`config.mk`:
```
export PLATFORM = sky130hd
export DESIGN_NAME = vga_top
export DESIGN_NICKNAME = d
export VERILOG_FILES = /design/src/rtl/vga_pkg.sv /design/src/rtl/vga_timing.sv /design/src/rtl/draw_background.sv /design/src/rtl/position_rect_ctl.sv /design/src/rtl/draw_rect.sv /design/src/rtl/vga_top.sv
export SDC_FILE = /design/constraint.sdc
export NUM_CORES = 1
export LEC_CHECK = 0
export BUFFER_PORTS_ARGS = -buffer_cell sky130_fd_sc_hd__buf_2
export CORE_AREA = 2 2 84 86
export DETAILED_ROUTE_END_ITERATION = 10
export DIE_AREA = 0 0 86 88
export PLACE_DENSITY = 0.8
export SYNTH_ARGS = -nofsm -noshare
export SYNTH_HDL_FRONTEND = slang
export SYNTH_SLANG_ARGS = --single-unit
```
`constraint.sdc`:
```
create_clock -name pclk -period 3.4 [get_ports pclk]
set_input_delay 1.02 -clock pclk [delete_from_list [all_inputs] [get_ports pclk]]
set_output_delay 1.02 -clock pclk [all_outputs]
set_load 0.05 [all_outputs]
```
`src/rtl/vga_pkg.sv`:
```
// shared types and constants for the VGA drawing pipeline
// every pipeline stage passes a vga_bus_t plus an rgb_t colour to the next
// modules import this package inside their body, ports use scoped names

`default_nettype none

package vga_pkg;

  // timing of one pixel as it moves down the pipeline
  typedef struct packed {
    logic [10:0] hcount;
    logic [10:0] vcount;
    logic        hsync;
    logic        vsync;
    logic        hblnk;
    logic        vblnk;
  } vga_bus_t;

  // 4 bits per channel, maps straight onto the r/g/b pins
  typedef struct packed {
    logic [3:0] r;
    logic [3:0] g;
    logic [3:0] b;
  } rgb_t;

  // all zero, driven whenever either blanking is active
  localparam rgb_t BLACK = '{r: 4'h0, g: 4'h0, b: 4'h0};

  // one pixel frame around the active area
  localparam rgb_t BORDER_COLOR = '{r: 4'hf, g: 4'hf, b: 4'hf};

  // flat fill inside the border
  localparam rgb_t BG_COLOR = '{r: 4'h0, g: 4'h0, b: 4'h8};

  // solid rectangle moved by the buttons
  localparam rgb_t RECT_COLOR = '{r: 4'hf, g: 4'h8, b: 4'h0};

  // move decision taken once per frame by the rectangle controller
  typedef enum logic [1:0] {
    MOVE_NONE  = 2'd0,
    MOVE_LEFT  = 2'd1,
    MOVE_RIGHT = 2'd2
  } move_e;

endpackage

`default_nettype wire

```
`src/rtl/vga_timing.sv`:
```
// VGA raster timing generator
// free-running pixel and line counters with positive sync pulses and blanking
// output is one registered vga_bus_t per pclk cycle, first stage of the pipeline

`timescale 1ns/1ps
`default_nettype none

module vga_timing #(
  parameter int H_ACTIVE = 800,
  parameter int H_FP     = 40,
  parameter int H_SYNC   = 128,
  parameter int H_BP     = 88,
  parameter int V_ACTIVE = 600,
  parameter int V_FP     = 1,
  parameter int V_SYNC   = 4,
  parameter int V_BP     = 23
) (
  input  wire logic       pclk,
  input  wire logic       rst_n,
  output vga_pkg::vga_bus_t tim
);

  import vga_pkg::*;

  // totals and sync window edges, sized to the 11-bit counters
  localparam logic [10:0] H_TOTAL   = 11'(H_ACTIVE + H_FP + H_SYNC + H_BP);
  localparam logic [10:0] V_TOTAL   = 11'(V_ACTIVE + V_FP + V_SYNC + V_BP);
  localparam logic [10:0] H_ACT_END = 11'(H_ACTIVE);
  localparam logic [10:0] V_ACT_END = 11'(V_ACTIVE);
  localparam logic [10:0] HS_START  = 11'(H_ACTIVE + H_FP);
  localparam logic [10:0] HS_END    = 11'(H_ACTIVE + H_FP + H_SYNC);
  localparam logic [10:0] VS_START  = 11'(V_ACTIVE + V_FP);
  localparam logic [10:0] VS_END    = 11'(V_ACTIVE + V_FP + V_SYNC);

  vga_bus_t tim_nxt;
  logic     h_wrap;

  always_comb begin
    tim_nxt = tim;
    h_wrap  = (tim.hcount == H_TOTAL - 11'd1);

    // horizontal counter wraps at the line total
    if (h_wrap) begin
      tim_nxt.hcount = '0;
    end else begin
      tim_nxt.hcount = tim.hcount + 11'd1;
    end

    // vertical counter steps once per line, on the horizontal wrap
    if (h_wrap) begin
      if (tim.vcount == V_TOTAL - 11'd1) begin
        tim_nxt.vcount = '0;
      end else begin
        tim_nxt.vcount = tim.vcount + 11'd1;
      end
    end

    // decode from the next counts so every field registers in the same cycle
    tim_nxt.hsync = (tim_nxt.hcount >= HS_START) && (tim_nxt.hcount < HS_END);
    tim_nxt.vsync = (tim_nxt.vcount >= VS_START) && (tim_nxt.vcount < VS_END);
    tim_nxt.hblnk = (tim_nxt.hcount >= H_ACT_END);
    tim_nxt.vblnk = (tim_nxt.vcount >= V_ACT_END);
  end

  // reset parks the raster at pixel 0 of line 0, sync and blanking low
  always_ff @(posedge pclk) begin
    if (!rst_n) begin
      tim <= '0;
    end else begin
      tim <= tim_nxt;
    end
  end

  // counter must never run past the line total, or sync would be lost
  a_hcount_range : assert property (
    @(posedge pclk) disable iff (!rst_n)
    (tim.hcount < H_TOTAL) && (tim.vcount < V_TOTAL)
  );

endmodule

`default_nettype wire

```
`src/rtl/draw_background.sv`:
```
// background stage of the drawing pipeline
// delays the timing bundle by one cycle and adds a colour for each pixel
// white border on the outer active pixels, dark blue fill, black while blanked

`timescale 1ns/1ps
`default_nettype none

module draw_background #(
  parameter int H_ACTIVE = 800,
  parameter int V_ACTIVE = 600
) (
  input  wire logic              pclk,
  input  wire logic              rst_n,
  input  wire vga_pkg::vga_bus_t bus_in,
  output vga_pkg::vga_bus_t      bus_out,
  output vga_pkg::rgb_t          rgb_out
);

  import vga_pkg::*;

  // last active column and row carry the border
  localparam logic [10:0] H_LAST = 11'(H_ACTIVE - 1);
  localparam logic [10:0] V_LAST = 11'(V_ACTIVE - 1);

  rgb_t rgb_nxt;
  logic on_border;

  always_comb begin
    on_border = (bus_in.hcount == '0) || (bus_in.hcount == H_LAST) ||
                (bus_in.vcount == '0) || (bus_in.vcount == V_LAST);

    // blanking wins over everything, then border, then fill
    if (bus_in.hblnk || bus_in.vblnk) begin
      rgb_nxt = BLACK;
    end else if (on_border) begin
      rgb_nxt = BORDER_COLOR;
    end else begin
      rgb_nxt = BG_COLOR;
    end
  end

  // bundle travels unchanged, colour is aligned to it
  always_ff @(posedge pclk) begin
    if (!rst_n) begin
      bus_out <= '0;
      rgb_out <= BLACK;
    end else begin
      bus_out <= bus_in;
      rgb_out <= rgb_nxt;
    end
  end

endmodule

`default_nettype wire

```
`src/rtl/position_rect_ctl.sv`:
```
// horizontal position controller for the rectangle
// left/right buttons pass a two-flop synchroniser, then move the position
// by STEP pixels once per frame, clamped so the rectangle stays on screen

`timescale 1ns/1ps
`default_nettype none

module position_rect_ctl #(
  parameter int H_ACTIVE = 800,
  parameter int RECT_W   = 64,
  parameter int STEP     = 4
) (
  input  wire logic              pclk,
  input  wire logic              rst_n,
  input  wire logic              left,
  input  wire logic              right,
  input  wire vga_pkg::vga_bus_t tim,
  output logic [10:0]            xpos
);

  import vga_pkg::*;

  // rightmost legal left edge and the centred start position
  localparam logic [10:0] X_MAX  = 11'(H_ACTIVE - RECT_W);
  localparam logic [10:0] X_INIT = 11'((H_ACTIVE - RECT_W) / 2);
  localparam logic [10:0] STEP_W = 11'(STEP);

  logic [1:0]  left_sync;
  logic [1:0]  right_sync;
  logic        frame_start;
  move_e       move;
  logic [10:0] xpos_nxt;

  // buttons are asynchronous to pclk
  always_ff @(posedge pclk) begin
    if (!rst_n) begin
      left_sync  <= '0;
      right_sync <= '0;
    end else begin
      left_sync  <= {left_sync[0], left};
      right_sync <= {right_sync[0], right};
    end
  end

  // first pixel of the frame, before any rectangle row is drawn
  assign frame_start = (tim.hcount == '0) && (tim.vcount == '0);

  always_comb begin
    // both held cancels out
    case ({left_sync[1], right_sync[1]})
      2'b10:   move = MOVE_LEFT;
      2'b01:   move = MOVE_RIGHT;
      default: move = MOVE_NONE;
    endcase

    // saturating step, differences stay non-negative since xpos <= X_MAX
    case (move)
      MOVE_LEFT:  xpos_nxt = (xpos < STEP_W) ? '0 : xpos - STEP_W;
      MOVE_RIGHT: xpos_nxt = (X_MAX - xpos < STEP_W) ? X_MAX : xpos + STEP_W;
      default:    xpos_nxt = xpos;
    endcase
  end

  always_ff @(posedge pclk) begin
    if (!rst_n) begin
      xpos <= X_INIT;
    end else if (frame_start) begin
      xpos <= xpos_nxt;
    end
  end

  // rectangle must never extend past the last active column
  a_xpos_clamp : assert property (
    @(posedge pclk) disable iff (!rst_n)
    xpos <= X_MAX
  );

endmodule

`default_nettype wire

```
`src/rtl/draw_rect.sv`:
```
// rectangle overlay stage of the drawing pipeline
// delays the bundle by one cycle like the background stage
// pixels inside the rectangle get RECT_COLOR, all others keep the incoming colour
// left edge comes from the controller, size and row are fixed by parameters

`timescale 1ns/1ps
`default_nettype none

module draw_rect #(
  parameter int RECT_W = 64,
  parameter int RECT_H = 32,
  parameter int RECT_Y = 500
) (
  input  wire logic              pclk,
  input  wire logic              rst_n,
  input  wire logic [10:0]       xpos,
  input  wire vga_pkg::vga_bus_t bus_in,
  input  wire vga_pkg::rgb_t     rgb_in,
  output vga_pkg::vga_bus_t      bus_out,
  output vga_pkg::rgb_t          rgb_out
);

  import vga_pkg::*;

  localparam logic [11:0] RECT_W_W = 12'(RECT_W);
  localparam logic [10:0] Y_TOP    = 11'(RECT_Y);
  localparam logic [10:0] Y_END    = 11'(RECT_Y + RECT_H);

  // one bit wider so xpos + RECT_W cannot wrap near the right edge
  logic [11:0] x_end;
  logic        in_cols;
  logic        in_rows;
  logic        in_rect;
  rgb_t        rgb_nxt;

  always_comb begin
    x_end   = {1'b0, xpos} + RECT_W_W;
    in_cols = (bus_in.hcount >= xpos) && ({1'b0, bus_in.hcount} < x_end);
    in_rows = (bus_in.vcount >= Y_TOP) && (bus_in.vcount < Y_END);

    // never paint over blanking, the incoming colour is black there
    in_rect = in_cols && in_rows && !bus_in.hblnk && !bus_in.vblnk;

    if (in_rect) begin
      rgb_nxt = RECT_COLOR;
    end else begin
      rgb_nxt = rgb_in;
    end
  end

  always_ff @(posedge pclk) begin
    if (!rst_n) begin
      bus_out <= '0;
      rgb_out <= BLACK;
    end else begin
      bus_out <= bus_in;
      rgb_out <= rgb_nxt;
    end
  end

  // colour must be black on the pins during blanking
  // relies on the background stage blanking its colour one cycle earlier
  a_blank_black : assert property (
    @(posedge pclk) disable iff (!rst_n)
    (bus_out.hblnk || bus_out.vblnk) |-> (rgb_out == BLACK)
  );

endmodule

`default_nettype wire

```
`src/rtl/vga_top.sv`:
```
// top level of the VGA display pipeline
// timing -> background -> rectangle, with the button controller feeding xpos
// defaults are 800x600 timing, override parameters for smaller frames

`timescale 1ns/1ps
`default_nettype none

module vga_top #(
  parameter int H_ACTIVE = 800,
  parameter int H_FP     = 40,
  parameter int H_SYNC   = 128,
  parameter int H_BP     = 88,
  parameter int V_ACTIVE = 600,
  parameter int V_FP     = 1,
  parameter int V_SYNC   = 4,
  parameter int V_BP     = 23,
  parameter int RECT_W   = 64,
  parameter int RECT_H   = 32,
  parameter int RECT_Y   = 500,
  parameter int STEP     = 4
) (
  input  wire logic pclk,
  input  wire logic rst_n,
  input  wire logic left,
  input  wire logic right,
  output logic       hs,
  output logic       vs,
  output logic [3:0] r,
  output logic [3:0] g,
  output logic [3:0] b
);

  import vga_pkg::*;

  vga_bus_t    tim;
  vga_bus_t    bg_bus;
  rgb_t        bg_rgb;
  vga_bus_t    rect_bus;
  rgb_t        rect_rgb;
  logic [10:0] xpos;

  // counters, first pipeline stage
  vga_timing #(
    .H_ACTIVE(H_ACTIVE), .H_FP(H_FP), .H_SYNC(H_SYNC), .H_BP(H_BP),
    .V_ACTIVE(V_ACTIVE), .V_FP(V_FP), .V_SYNC(V_SYNC), .V_BP(V_BP)
  ) i_timing (
    .pclk (pclk),
    .rst_n(rst_n),
    .tim  (tim)
  );

  draw_background #(
    .H_ACTIVE(H_ACTIVE),
    .V_ACTIVE(V_ACTIVE)
  ) i_background (
    .pclk   (pclk),
    .rst_n  (rst_n),
    .bus_in (tim),
    .bus_out(bg_bus),
    .rgb_out(bg_rgb)
  );

  // watches the counter stage for frame start
  position_rect_ctl #(
    .H_ACTIVE(H_ACTIVE),
    .RECT_W  (RECT_W),
    .STEP    (STEP)
  ) i_rect_ctl (
    .pclk (pclk),
    .rst_n(rst_n),
    .left (left),
    .right(right),
    .tim  (tim),
    .xpos (xpos)
  );

  draw_rect #(
    .RECT_W(RECT_W),
    .RECT_H(RECT_H),
    .RECT_Y(RECT_Y)
  ) i_rect (
    .pclk   (pclk),
    .rst_n  (rst_n),
    .xpos   (xpos),
    .bus_in (bg_bus),
    .rgb_in (bg_rgb),
    .bus_out(rect_bus),
    .rgb_out(rect_rgb)
  );

  // sync and colour leave the last stage together, two cycles after the counters
  assign hs = rect_bus.hsync;
  assign vs = rect_bus.vsync;
  assign r  = rect_rgb.r;
  assign g  = rect_rgb.g;
  assign b  = rect_rgb.b;

endmodule

`default_nettype wire

```
Word-level counts from Yosys, hierarchy flattened
Index checks and enable logic that the tools add are counted.
- output and inout port bits: 14
- flip-flop bits (word level): 93
- bits of input ports: 4
- word-level logic and storage cells: 80
- multiplexer cells: 9
- $lt $le $gt $ge: 12
- equal/unequal tests: 8
- reduce and logical (&&, ||, !) cells: 20
- bitwise logic cells: 1
- add/sub/neg operators: 6
- operators with widths (operator ; count):
    two-way mux 11 bit ; 5
    >= comparator 11 x 10 -> 1 bit (second input constant) ; 4
    == test 11 x 10 -> 1 bit (second input constant) ; 3
    less-than comparator 11 x 10 -> 1 bit (second input constant) ; 3
    two-way mux 12 bit ; 2
    adder 11 x 1 -> 11 bit (second input constant) ; 2
    logical NOT 11 bit ; 2
    less-than comparator 11 x 3 -> 1 bit (second input constant) ; 2
    one-hot mux 11 bit (2 select lines) ; 1
    adder 11 x 7 -> 12 bit (second input constant) ; 1
    less-than comparator 11 x 12 -> 1 bit ; 1
    adder 11 x 3 -> 11 bit (second input constant) ; 1
    == test 11 bit (second input constant) ; 1
    >= comparator 11 bit ; 1
    >= comparator 11 x 9 -> 1 bit (second input constant) ; 1
    subtractor 10 x 11 -> 11 bit (first input constant) ; 1
    subtractor 11 x 3 -> 11 bit (second input constant) ; 1
    logical AND 1 bit ; 8
    == test 2 x 1 -> 1 bit (second input constant) ; 2
    == test 2 bit (second input constant) ; 2
    logical OR 1 bit ; 4
    one-hot mux 2 bit (2 select lines) ; 1
    OR reduction 2 bit ; 2
    logical NOT 1 bit ; 2
    other kinds (3) ; 3

Depth between registers and ports, before layout
- depth after elaboration: 7
- gate-level depth with buffers: 11
- mapped depth without buffers: 10

Hierarchy
A second synthesis with hierarchy kept.
- cells, all modules: 561
- area total of the unflattened synthesis: 4971.0 um^2
- modules (own cells, without submodules) (module ; seq. area each (um^2) ; times used ; area an instance (um^2) ; cells each):
    draw_rect ; 760.7 ; 1 ; 1632.8 ; 169
    vga_timing ; 520.5 ; 1 ; 1428.9 ; 182
    position_rect_ctl ; 260.2 ; 1 ; 998.5 ; 127
    draw_background ; 560.5 ; 1 ; 910.9 ; 83

Worst setup path before layout
OpenSTA, ideal clock, no wires.
- path type: register -> register
- start point: register, netlist name i_timing.tim[15]
- end point: register, netlist name i_timing.tim[0]
- cell stages (with the launch flop): 10
- clock period less this slack: 2.270 ns
- path buffers: 2
- path slack: 1.130 ns
- library setup time: 0.128 ns
- data required time: 3.272 ns
- arrival: 2.142 ns
- cells stage by stage: dfxtp_1 -> ha_1 -> buf_6 -> nand4_2 -> or3_1 -> buf_6 -> nor2_4 -> mux2_4 -> nor4_1 -> a211oi_1
- longest elaborated chain between the ends: 3
- ends and longest elaborated chain (item ; RTL line ; text):
    == test 11 bit ; vga_timing.sv:40 ; h_wrap = (tim.hcount == H_TOTAL - 11'd1);
    two-way mux 11 bit ; vga_timing.sv:50 ; if (h_wrap) begin
    >= comparator 11 x 10 -> 1 bit ; vga_timing.sv:62 ; tim_nxt.vblnk = (tim_nxt.vcount >= V_ACT_END);
No other way between the ends.
A chain may end at the register's enable or synchronous reset.

Worst setup path in the final report
- start point: register i_rect_ctl.xpos[6]
- end point: register i_rect.rgb_out[3] (netlist name)
- longest elaborated chain between the ends: 7
- elaborated cells on any way between the ends: 8
- classes of those cells: 1 x add/sub; 2 x order compare; 5 x reduce/logical
- ends and longest elaborated chain (item ; RTL line ; text):
    start, declared ; position_rect_ctl.sv:18 ; output logic [10:0] xpos
    start signal, assigned ; position_rect_ctl.sv:68 ; xpos <= xpos_nxt;
    start signal, assigned ; position_rect_ctl.sv:75 ; xpos <= X_MAX
    adder 11 x 7 -> 12 bit ; draw_rect.sv:37 ; x_end = {1'b0, xpos} + RECT_W_W;
    less-than comparator 11 x 12 -> 1 bit ; draw_rect.sv:38 ; in_cols = (bus_in.hcount >= xpos) && ({1'b0, bus_in.hcount} < x_end);
    logical AND 1 bit (*) ; draw_rect.sv:38 ;
    logical AND 1 bit (*) (3 in a row) ; draw_rect.sv:42 ; in_rect = in_cols && in_rows && !bus_in.hblnk && !bus_in.vblnk;
    OR reduction 2 bit (no source line) (*) ; - ;
    end signal, assigned ; draw_rect.sv:57 ; rgb_out <= rgb_nxt;
    end, declared ; draw_rect.sv:20 ; output vga_pkg::rgb_t rgb_out
Mark *: on every way between the ends. The rest lies on a longest branch, timed or not.

==> results_dict.tcl <==
set metrics [dict create \
    postSynthCellCount 474 \
    clockBufferDepth 2 \
    clock_sinks 68 \
    maxClockFrequency_ghz 0.387 \
    area_growth_pct 3.13 \
    syn_nets 503 \
    finalClockSkew_ns 0.00944 \
    grt_max_degree 32 \
    crit_top_cell "ha_1" \
    holdBufCountCts 0 \
    cts_max_level 3 \
    cts_root_buf "clkbuf_8" \
    drc 0 \
    drive_gt1_share_pct 11.6 \
    antenna_found_initial 0 \
    cap_violations 0 \
    cp_max_fo 11 \
    setup_tns_ns 0 \
    synth_edf_count 0 \
    clock_latency_ns 0.35 \
    synth.distinct_cells 68 \
    fin_nets 491 \
    critPathArrivalTime_ns 2.80 \
    io_buffers 17 \
    start_util_pct 60.1 \
    path_cells "ha_1, xnor2_1, ha_1, a2111oi_0, a31oi_1, a311oi_1, nor2_1" \
    gp_congestion 0.893 \
    fin_crit_ns 2.58 \
    totalWireLength_mm 8.18 \
    drtIter0Drc 273 \
    slowest_delay_ns 0.56 \
    post-cts-setup-buffer-count 0 \
    dp_hpwl_mm 5.76 \
    crit_slowest_cell "dfxtp_1" \
    die_x_um 86 \
    seq_area_frac_synth_pct 34.1 \
    track_usage_pct 23.3 \
    place_ws_ns 0.847 \
    synth_area_leaders "dfxtp_1 (34%), ha_1 (7.8%), and2_1 (4.4%), nor2_1 (3.9%), a21oi_1 (3.5%)" \
    path_clk_slew_ns 0.09 \
    diodes 0 \
    status "finished, final reports clean" \
    vdd_ir_drop_max_uv 234 \
    worst_pin_slew_ns 0.643 \
    cts_resized 0 \
    min_path_type "register to register" \
    worst_slew_margin_rel_pct 56.8 \
    yosysTopAreaCell "dfxtp_1" \
    synth-seq-cells 68 \
    synth_top_area_share_pct 34.1 \
    vias 3326 \
    ioPinCount 18 \
    synth.avg_cell_area_um2 8.43 \
    final-max-slew-violation-count 0 \
    synth_flop_cell "dfxtp_1" \
    viasPerCell 6.08 \
    routedWlPerCell_um 14.9 \
    dr.pass1.iters 5 \
    die_h_um 88 \
    cp.required_ns 3.61 \
    p_leak_nw 1.64 \
    rsz0062_at_grt "no" \
    startpoint_type "register" \
    critical_path.top_delay_family "compound AO/OA/AOI/OAI gates" \
    syn-cell-area_um2 4000 \
    antenna_left 0 \
    finalSetupViolCount 0 \
    design.core.area_um2 6640 \
    rows 30 \
    endpoint_kind "register" \
    power.density_nw_per_um2 400 \
    setup_slack_ns 0.815 \
    die_area_um2 7570 \
    cts_tree "done" \
    cts_buffers 9 \
    grt_pass1_wl_mm 14.2 \
    fin_crit_sh_pct 76.0 \
    yosysWarnings 0 \
    grt_pass1_vias 3047 \
    async_reset_ff_share_pct 0 \
    grt-ovfl-total 0 \
    path_buf_inv 0 \
    hold_viol_final 0 \
    path_class "register to register" \
]
state kept, by name, indices dropped and copies added, names as in the netlist:
register and count:
i_timing.tim 26, i_background.bus_out 22, i_rect_ctl.xpos 9, i_rect.rgb_out 3, i_background.rgb_out 2, i_rect.bus_out 2
i_rect_ctl.left_sync 2, i_rect_ctl.right_sync 2
placed cells by master (no fill, tap or decap), drive strengths merged, types with 3 or more instances in the layout:
cell     instances
dfxtp           68
nor2            42
and2            30
nand2           29
a21oi           28
ha              25
inv             24
nand3           20
nor3            20
buf             20
o21ai           17
xnor2           15
nand4           10
nor4             9
clkbuf           9
xor2             7
or3              6
o2111ai          5
and3             5
o21a             5
a31oi            4
nor2b            4
o211ai           4
or4              4
and4             4
nand2b           3
o22ai            3
nor3b            3
clkinv           3
worst paths after layout:
check	startpoint	endpoint	slack (ns)	cells after the start
setup / recovery	i_rect_ctl.xpos[6]$_SDFFE_PN1P_	i_rect.rgb_out[3]$_SDFF_PP0_	0.82	7
hold / removal	i_timing.tim[1]$_SDFF_PN0_	i_background.rgb_out[3]$_SDFF_PP0_	0.43	1
setup reg to reg	i_rect_ctl.xpos[6]$_SDFFE_PN1P_	i_rect.rgb_out[3]$_SDFF_PP0_	0.82	7
hold reg to reg	i_timing.tim[1]$_SDFF_PN0_	i_background.rgb_out[3]$_SDFF_PP0_	0.43	1
through the flow:
step	instance area [µm²]	power, mW	std cells	hold WS [ns]	utilization (%)
detailed placement	3920	0.975	531	0.412	58.9
global placement	3920	0.971	531	0.410	58.9
global route	4120	1.72	547	0.451	62.0
floorplan	4000	0.955	474	0.391	-
finish	4120	1.65	547	0.430	62.0
CTS	4120	1.66	547	0.426	62.0
synth_stat cells, drive strengths merged (4+ instances only):
library cell and number:
o21a 5, and2 30, nand3 20, inv 21
o21ai 17, or4 4, and4 4, a31oi 4
nor2b 4, and3 5, dfxtp 68, clkbuf 22
xor2 7, nor3 20, nand2 29, o2111ai 5
ha 25, nor2 42, buf 21, o211ai 4
a21oi 28, nor4 9, xnor2 15, nand4 10
or3 6
routing by layer:
| metal | track usage [%] | part of all wire, % | vias to the layer above |
|---|---|---|---|
| li1 | - | - | 1652 |
| met1 | 32.3 | 46 | 1536 |
| met2 | 35.5 | 46 | 121 |
| met3 | 4.43 | 6.8 | 17 |
| met4 | 10.4 | 2.1 | 0 |
| met5 | 0 | 0 | - |
cells by family (layout without fill, tap and decap cells):
| kind of cell | count (synthesis) | after routing | synth area share [%] |
|---|---|---|---|
| AOI/OAI and AO/OA | 92 | 92 | 15.4 |
| xor gates and xnor gates | 22 | 22 | 4.82 |
| buffers and inverters | 65 | 58 | 9.27 |
| and+or+nand+nor | 199 | 199 | 27.4 |
| muxes | 3 | 3 | 1.19 |
| adders and majority gates | 25 | 25 | 7.83 |
| DFF | 68 | 68 | 34.1 |
power breakdown:
| group | switching (mW) | total, mW | internal [mW] |
|---|---|---|---|
| Combinational | 0.0891 | 0.130 | 0.0411 |
| Clock | 0.343 | 0.692 | 0.349 |
| Sequential | 0.0178 | 0.827 | 0.809 |
layout make-up:
type	count	area, µm²
clock inverter	7	81.3
tap	80	100
multi-input combinational	341	2260
timing repair buffer	20	108
clock buffer	9	124
fill	551	2520
inverter	22	82.6
sequential	68	1360
No activity file was read; power rests on OpenSTA's default activity.
